### src/ddr_test_defines.svh
`ifndef DDR_TEST_DEFINES_SVH
`define DDR_TEST_DEFINES_SVH

// Native application interface widths of the memory controller
`define APP_DATA_WIDTH 64
`define APP_ADDR_WIDTH 28

// Address advance per data word
`define APP_ADDR_STEP 8

// Mismatch counter, saturates at all ones
`define ERR_CNT_WIDTH 16

`endif
### src/ddr_test_pkg.sv
`include "ddr_test_defines.svh"

package ddr_test_pkg;

  // Host opcodes
  typedef enum logic [1:0] {
    OP_WRITE      = 2'd0,
    OP_READ_CHECK = 2'd1,
    OP_WRITE_READ = 2'd2
  } test_op_e;

  // Sequencer states
  typedef enum logic [2:0] {
    IDLE,
    WAIT_CALIB,
    WRITE,
    READ,
    DRAIN,
    DONE
  } ctrl_state_e;

  // Words per test, also used for in-flight reads
  typedef logic [15:0] word_cnt_t;

  typedef logic [`ERR_CNT_WIDTH-1:0] err_cnt_t;

endpackage

### src/ddr_app_pkg.sv
`include "ddr_test_defines.svh"

package ddr_app_pkg;

  // Native command encoding of the controller
  typedef enum logic [2:0] {
    CMD_WRITE = 3'd0,
    CMD_READ  = 3'd1
  } app_cmd_e;

  // Application address, wraps at the top of the space
  typedef logic [`APP_ADDR_WIDTH-1:0] app_addr_t;

  // One data word per command
  typedef logic [`APP_DATA_WIDTH-1:0] app_data_t;

endpackage

### src/ddr_test_ctrl.sv
`timescale 1ns/1ps

module ddr_test_ctrl (
  input  logic                    c0_ddr4_clk,
  input  logic                    rst_n_i,
  input  logic                    req_i,
  output logic                    ack_o,
  input  ddr_test_pkg::test_op_e  opcode_i,
  input  ddr_test_pkg::word_cnt_t word_count_i,
  input  logic                    init_calib_complete_i,
  input  logic                    app_rdy_i,
  input  logic                    app_wdf_rdy_i,
  input  logic                    app_rd_data_valid_i,
  output logic                    app_en_o,
  output ddr_app_pkg::app_cmd_e   app_cmd_o,
  output logic                    app_wdf_wren_o,
  output logic                    app_wdf_end_o,
  output logic                    addr_load_o,
  output logic                    addr_step_o,
  output logic                    wr_pat_load_o,
  output logic                    wr_pat_step_o,
  output logic                    rd_pat_load_o,
  output logic                    chk_clear_o
);

  import ddr_test_pkg::*;
  import ddr_app_pkg::*;

  ctrl_state_e state_q;
  ctrl_state_e state_d;
  ctrl_state_e first_phase;
  word_cnt_t   cmd_cnt_q;
  word_cnt_t   rd_outst_q;
  logic        launch;
  logic        wr_go;
  logic        rd_go;
  logic        last_cmd;

  // Command and write data move together, reads only need app_rdy
  assign wr_go       = (state_q == WRITE) && app_rdy_i && app_wdf_rdy_i;
  assign rd_go       = (state_q == READ) && app_rdy_i;
  assign last_cmd    = (cmd_cnt_q == word_count_i - word_cnt_t'(1));
  assign first_phase = (opcode_i == OP_READ_CHECK) ? READ : WRITE;
  assign launch      = init_calib_complete_i &&
                       (((state_q == IDLE) && req_i && (word_count_i != '0)) ||
                        (state_q == WAIT_CALIB));

  //******************************
  // Phase sequencing
  //******************************
  always_comb begin
    state_d = state_q;
    case (state_q)
      IDLE: begin
        if (req_i && (word_count_i == '0)) begin
          state_d = DONE;
        end else if (launch) begin
          state_d = first_phase;
        end else if (req_i) begin
          state_d = WAIT_CALIB;
        end
      end
      WAIT_CALIB: begin
        if (launch) begin
          state_d = first_phase;
        end
      end
      WRITE: begin
        if (wr_go && last_cmd) begin
          state_d = (opcode_i == OP_WRITE_READ) ? READ : DONE;
        end
      end
      READ: begin
        if (rd_go && last_cmd) begin
          state_d = DRAIN;
        end
      end
      // Hold until the last read word has come back
      DRAIN: begin
        if (rd_outst_q == '0) begin
          state_d = DONE;
        end
      end
      DONE: begin
        if (!req_i) begin
          state_d = IDLE;
        end
      end
      default: state_d = IDLE;
    endcase
  end

  always_ff @(posedge c0_ddr4_clk) begin
    if (!rst_n_i) begin
      state_q    <= IDLE;
      cmd_cnt_q  <= '0;
      rd_outst_q <= '0;
    end else begin
      state_q <= state_d;
      if (launch || (wr_go && last_cmd)) begin
        cmd_cnt_q <= '0;
      end else if (wr_go || rd_go) begin
        cmd_cnt_q <= cmd_cnt_q + word_cnt_t'(1);
      end
      // Reads in flight, no cap
      if (rd_go && !app_rd_data_valid_i) begin
        rd_outst_q <= rd_outst_q + word_cnt_t'(1);
      end else if (!rd_go && app_rd_data_valid_i) begin
        rd_outst_q <= rd_outst_q - word_cnt_t'(1);
      end
    end
  end

  //******************************
  // Outputs
  //******************************
  assign app_en_o       = (state_q == WRITE) || (state_q == READ);
  assign app_wdf_wren_o = (state_q == WRITE);
  assign app_wdf_end_o  = app_wdf_wren_o;
  assign app_cmd_o      = (state_q == READ) ? CMD_READ : CMD_WRITE;
  assign ack_o          = (state_q == DONE);

  // Address restarts at base for the read pass of a write-read test
  assign addr_load_o    = launch || (wr_go && last_cmd);
  assign addr_step_o    = wr_go || rd_go;
  assign wr_pat_load_o  = launch;
  assign wr_pat_step_o  = wr_go;
  assign rd_pat_load_o  = launch;
  assign chk_clear_o    = (state_q == IDLE) && req_i;

  a_ack_needs_req: assert property (@(posedge c0_ddr4_clk) disable iff (!rst_n_i)
    $rose(ack_o) |-> req_i);

  a_cmd_held: assert property (@(posedge c0_ddr4_clk) disable iff (!rst_n_i)
    app_en_o && !app_rdy_i |=> app_en_o && $stable(app_cmd_o));

endmodule

### config.mk
export PLATFORM = sky130hd
export DESIGN_NAME = ddr_test_ctrl
export DESIGN_NICKNAME = d
export VERILOG_FILES = /design/src/ddr_test_pkg.sv /design/src/ddr_app_pkg.sv /design/src/ddr_test_ctrl.sv
export VERILOG_INCLUDE_DIRS = /design/src
export SDC_FILE = /design/constraint.sdc
export NUM_CORES = 1
export LEC_CHECK = 0
export BUFFER_PORTS_ARGS = -buffer_cell sky130_fd_sc_hd__buf_4
export CORE_ASPECT_RATIO = 0.6
export CORE_MARGIN = 2
export CORE_UTILIZATION = 55
export DETAILED_ROUTE_END_ITERATION = 16
export HOLD_SLACK_MARGIN = 0.15
export PLACE_DENSITY = 0.77
export SETUP_SLACK_MARGIN = 0.05
export SLEW_MARGIN = 20
export SYNTH_ARGS = -nofsm -noshare
export SYNTH_HDL_FRONTEND = slang
export SYNTH_SLANG_ARGS = --single-unit
### constraint.sdc
create_clock -name c0_ddr4_clk -period 4.61 [get_ports c0_ddr4_clk]
set_input_delay 0.2305 -clock c0_ddr4_clk [delete_from_list [all_inputs] [get_ports c0_ddr4_clk]]
set_output_delay 0.2305 -clock c0_ddr4_clk [all_outputs]
set_load 0.1 [all_outputs]
# == Word level (Yosys, flattened, before mapping) ==
# Cells that the tools add are included.
# word_totals
reg_bits,35
latchBits,0
ramBits,0
romBits,0
input_bits,25
output_inout_bits,13
elab_cells,60
n_memories,0
# op_classes
n_addsub,4
n_mul,0
div,0
n_lt_le_gt_ge,0
eq_ne,14
n_shift,0
muxes,14
bitwise,1
reduce_logical,24
# ops
operator,count
$add 16x1->16 const B,2
$logic_not 16->1,2
$mux 16,2
$sub 16x1->16 const B,2
$mux 3,9
$pmux 3 s6,1
$eq 16x16->1,1
$reduce_bool 16->1,1
$logic_and 1x1->1,11
$eq 3x2->1 const B,2
$eq 3x3->1 const B,2
$ne 2x2->1 const B,3
$reduce_and 6->1,1
$logic_or 1x1->1,4
$ne 2x1->1 const B,2
$ne 4x4->1 const B,1
$eq 3x1->1 const B,1
$logic_not 3->1,1
$eq 2x1->1 const B,1
$eq 2x2->1 const B,1
$logic_not 1->1,2
$mux 1,2
$reduce_bool 2->1,1
$reduce_or 2->1,1
$not 1->1,1

# == Depth between registers and ports, before layout ==
# depth
depth_word,8
mapped_depth,13
mapped_depth_nobuf,13

# == Least setup slack after synthesis ==
# OpenSTA, ideal clock, no wires.
# synth_path
path_type,flip-flop to output port
start,register state_q[1]
end,output port addr_load_o
arrival_time_ps,5333
t_required_ps,4379
slack_ps,-954
stages_incl_launch_ff,6
n_path_buf,0
cell_sequence,dfxtp_1 nand2b_1 nor2_1 and3_1 nand3_1 o21ai_0
# synth_via
elab_cells_between_ends,11
cone_classes,eq/ne: 2; reduce/logical: 9
# synth_rtl
item,line_no,text
start: declaration,ddr_test_ctrl.sv:29,ctrl_state_e state_q;
start signal: assignment,ddr_test_ctrl.sv:99,state_q <= state_d;
$eq 3x2->1,-,
via app_wdf_end_o,ddr_test_ctrl.sv:17,"output logic app_wdf_end_o,"
$logic_and 1x1->1 (2 in a row),ddr_test_ctrl.sv:40,assign wr_go = (state_q == WRITE) && app_rdy_i && app_wdf_rdy_i;
via wr_pat_step_o,ddr_test_ctrl.sv:21,"output logic wr_pat_step_o,"
$logic_and 1x1->1,ddr_test_ctrl.sv:124,assign addr_load_o = launch || (wr_go && last_cmd);
$logic_or 1x1->1,ddr_test_ctrl.sv:124,
end: declaration,ddr_test_ctrl.sv:18,"output logic addr_load_o,"
# The timed path passes the listed nets, and every way through them passes these cells.

# == Worst setup path in the final report ==
# layout_path
start,register state_q[2]
end,register rd_outst_q[15]
# layout_via
elab_chain_cells,5
elab_cells_between_ends,7
cone_classes,eq/ne: 1; mux: 1; reduce/logical: 5
# layout_rtl
item,line_no,text
$eq 3x2->1 (*),ddr_test_ctrl.sv:41,assign rd_go = (state_q == READ) && app_rdy_i;
$logic_and 1x1->1 (*),ddr_test_ctrl.sv:41,
$logic_not 1->1,ddr_test_ctrl.sv:108,end else if (!rd_go && app_rd_data_valid_i) begin
$logic_and 1x1->1,ddr_test_ctrl.sv:108,
$reduce_bool 2->1 (no line),-,
end signal: assignment,ddr_test_ctrl.sv:107,rd_outst_q <= rd_outst_q + word_cnt_t'(1);
end signal: assignment,ddr_test_ctrl.sv:109,rd_outst_q <= rd_outst_q - word_cnt_t'(1);
end: declaration,ddr_test_ctrl.sv:33,word_cnt_t rd_outst_q;
# Every way passes the cells marked *; elsewhere a longest branch is shown, timed or not.
# A chain may end at the register's enable or synchronous reset.

==> out/results.txt <==
Grt peak-use layer: met1
Sequential area share after synthesis: 0.2442
Nets: 437
VDD IR max: 0.3148 mV
RSZ-0062 raised after global routing: false
Synth Warn #: 0
Worst Path Arrival: 3980 ps
Area Growth Syn to Fin: 13.48%
Final critical-path share of the clock period: 0.8288
DPL Wire Length: 5544 um
Worst slew pin tran: 938.9 ps
CP startpoint kind: flip-flop
DRC errors left: 0
Vias: 2,766
Core area: 5055 um2
Remaining Overflow, GRT: 0
Largest family of logic cells by synthesized area: simple AND/OR/NAND/NOR gates
Grt met3 use: 0.04444
I/O pin cnt: 38
Routability congestion estimate: 0.8774
Leak Pwr: 1.326 nW
Minimum clock period: 3821 ps
CTS Sinks: 35
WL final: 7171 um
Routing usage on met1: 0.4048
Inserted Diodes: 0
Die area: 5829 um2
Routed vias/inst: 6.000
CTS Hold Bufs: 0
Fin. max-slew vios: 0
Status: complete, no violations
WS Path Type: reg -> reg
Post-synth cell types: 59
Mean Syn Cell Area: 7.817 um2
Routed length per instance: 15.56 um
Initial Util: 0.5676
Clock slew at reported path FFs: 80 ps
Setup crit end kind: flip-flop
GR Util met2: 0.3492
Vias in the first global route: 2,389
Share of power burned in registers: 0.227
Final hold vios: 0
Power after layout: 1.989 mW
FMAX: 261.7 MHz
Initial antenna violation count: 0
Clock share of power: 0.143
First-pass GRT wire length: 11,660 um
Iteration-0 DRC Markers: 222
# resized after CTS: 0
XOR/XNOR Fraction of Synth Area: 0.1343
Post-synthesis adder-cell area fraction: 0.08112
Count of input and output buffers: 35
Hold Path Class: in -> reg
Max cap viols: 0
Hold_ws: 281.0 ps
Synthesized area: 2869 um2
Setup violations, final: 0
Post-synth EDFFs: 0
Critical Path Start: state_q[2]$_SDFFE_PN0P_
Main synth FF type: dfxtp_1
Comb pwr share: 0.630
Max_slew headroom: 0.3741
TritonCTS buffer count: 5
Simple-gate area share of the yosys netlist: 0.2769
Min-Delay Startpoint: rst_n_i
Flop and latch count out of synthesis: 35
Largest net degree at the start of global routing: 31
H-tree depth: 2
Share of async-settable or async-resettable flops after synthesis: 0
Final Skew: 9.244 ps
Worst r2r src: state_q[2]$_SDFFE_PN0P_
Cell internal pwr: 1.027 mW
Share of cells above drive strength 1: 0.1392
Pre-antenna DRT Iters: 5
Row count: 20
TritonCTS clock tree: done
Die H: 59.95 um
Post-DRT Antenna Nets: 0
Switching pwr: 0.9619 mW
Switch share: 0.4837
PwrDens: 610.9 nW/um2
Chip width: 97.24 um
Compound-gate portion of the synthesized area: 0.1910
Buffers inserted during post-CTS setup optimization: 0
CTS root buf: clkbuf_8
Longest Clk Path Bufs: 2
Synthesized instance count: 367
R2R setup slack: 790 ps
Clk_lat worst skew: 290 ps
Total GRT Usage: 0.2511
CP Max Fanout: 16
Setup TNS: 0 ps
Multiplexer share of the synthesized area: 0.02529
WP data required: 4770 ps
[per-stage QoR]
step	setup WS (ps)	instances	instance area (um2)	utilization
after global placement	1042	453	3143	0.6218
after floorplan	289.5	368	2877	-
final	789.3	461	3256	0.6441
after CTS	829.9	461	3256	0.6441
after detailed placement	861.1	453	3143	0.6218
after global routing	446.6	461	3256	0.6441
[synth_stat cells (5+ instances only)]
cell type | n | area share
nand4_1 | 12 | 0.026
ha_1 | 17 | 0.074
mux2i_1 | 5 | 0.017
xnor2_1 | 21 | 0.064
o21ai_0 | 17 | 0.030
nand3_1 | 12 | 0.021
nor4_1 | 6 | 0.013
nand2b_1 | 7 | 0.015
dfxtp_1 | 35 | 0.24
nor2_1 | 54 | 0.071
xor2_1 | 23 | 0.070
nor3_1 | 13 | 0.023
nand2_1 | 18 | 0.024
inv_1 | 12 | 0.016
a21oi_1 | 20 | 0.035
and2_1 | 5 | 0.011
clkbuf_1 | 10 | 0.013
[logic make-up after synthesis]
group,after synthesis
mux,7
compound gates,78
xor+xnor,44
buf+inv,29
fa+ha+maj,18
flops,35
other cells,1
simple gates,155
[routing by layer]
| layer | part of all wire | wire (um) | vias up |
|---|---|---|---|
| li1 | - | - | 1377 |
| met1 | 0.54 | 3866 | 1302 |
| met2 | 0.39 | 2813 | 83 |
| met3 | 0.065 | 469 | 4 |
| met4 | 0.0029 | 21 | 0 |
| met5 | 0 | 0 | - |
[worst max-delay path, stage by stage (launching register included)]
cell and delay [ps]:
dfxtp_1 420, nand2b_1 210, inv_1 110, and3_1 200
ha_1 230, inv_1 450, ha_1 340, o21ai_0 190
or3_1 390, o21ai_0 340, o31a_1 210, mux2_2 350
nor3_1 190, nor3_1 70
[cells in the final DEF (no fill, tap or decap), types with 3 or more instances in the layout]
cell / Yosys / final
a21oi_1: 20 / 20
o31ai_1: 4 / 4
clkbuf_8: 0 / 5
or3_1: 3 / 3
a21o_1: 3 / 3
nand3_1: 12 / 12
nor2_1: 54 / 54
a211oi_1: 3 / 3
and2_1: 5 / 5
dfxtp_1: 35 / 35
mux2i_1: 5 / 5
and3_1: 4 / 4
xnor2_1: 21 / 21
nand4_1: 12 / 12
inv_1: 12 / 12
o21ai_0: 17 / 16
ha_1: 17 / 17
nor3_1: 13 / 13
nor4_1: 6 / 6
xor2_1: 23 / 23
nand2b_1: 7 / 7
a211o_1: 4 / 4
buf_4: 4 / 36
nand2_1: 18 / 18
o211ai_1: 4 / 4
nor2b_1: 4 / 4
[final cells by class]
type	count	area [um2]
multi-input combinational	304	2044
fill	456	1799
sequential	35	700.7
timing repair buffer	36	270.3
tap	66	82.58
clock buffer	5	68.82
inverter	12	45.04
clock inverter	3	43.79
[power by group through the flow]
stage                     Clock, mW  Sequential, mW  Combinational (mW)
after floorplan                   0           0.426                1.02
after global placement            0           0.454                1.21
after detailed placement          0           0.455                1.23
after CTS                     0.287           0.448                1.24
after global routing          0.301           0.462                1.38
final                         0.284           0.451                1.25
[path summary, 6_finish.rpt]
kind	to	depth (start not counted)
worst max register to register	rd_outst_q[15]$_SDFFE_PN0P_	13
worst min-delay path	state_q[1]$_SDFFE_PN0P_	3
worst max-delay path	rd_outst_q[15]$_SDFFE_PN0P_	13
worst min register to register	rd_outst_q[13]$_SDFFE_PN0P_	2
[state kept, by name (all words and copies together), names as in the netlist]
name and flops:
rd_outst_q 16, cmd_cnt_q 16, state_q 3
No activity file was read; power rests on OpenSTA's default activity.
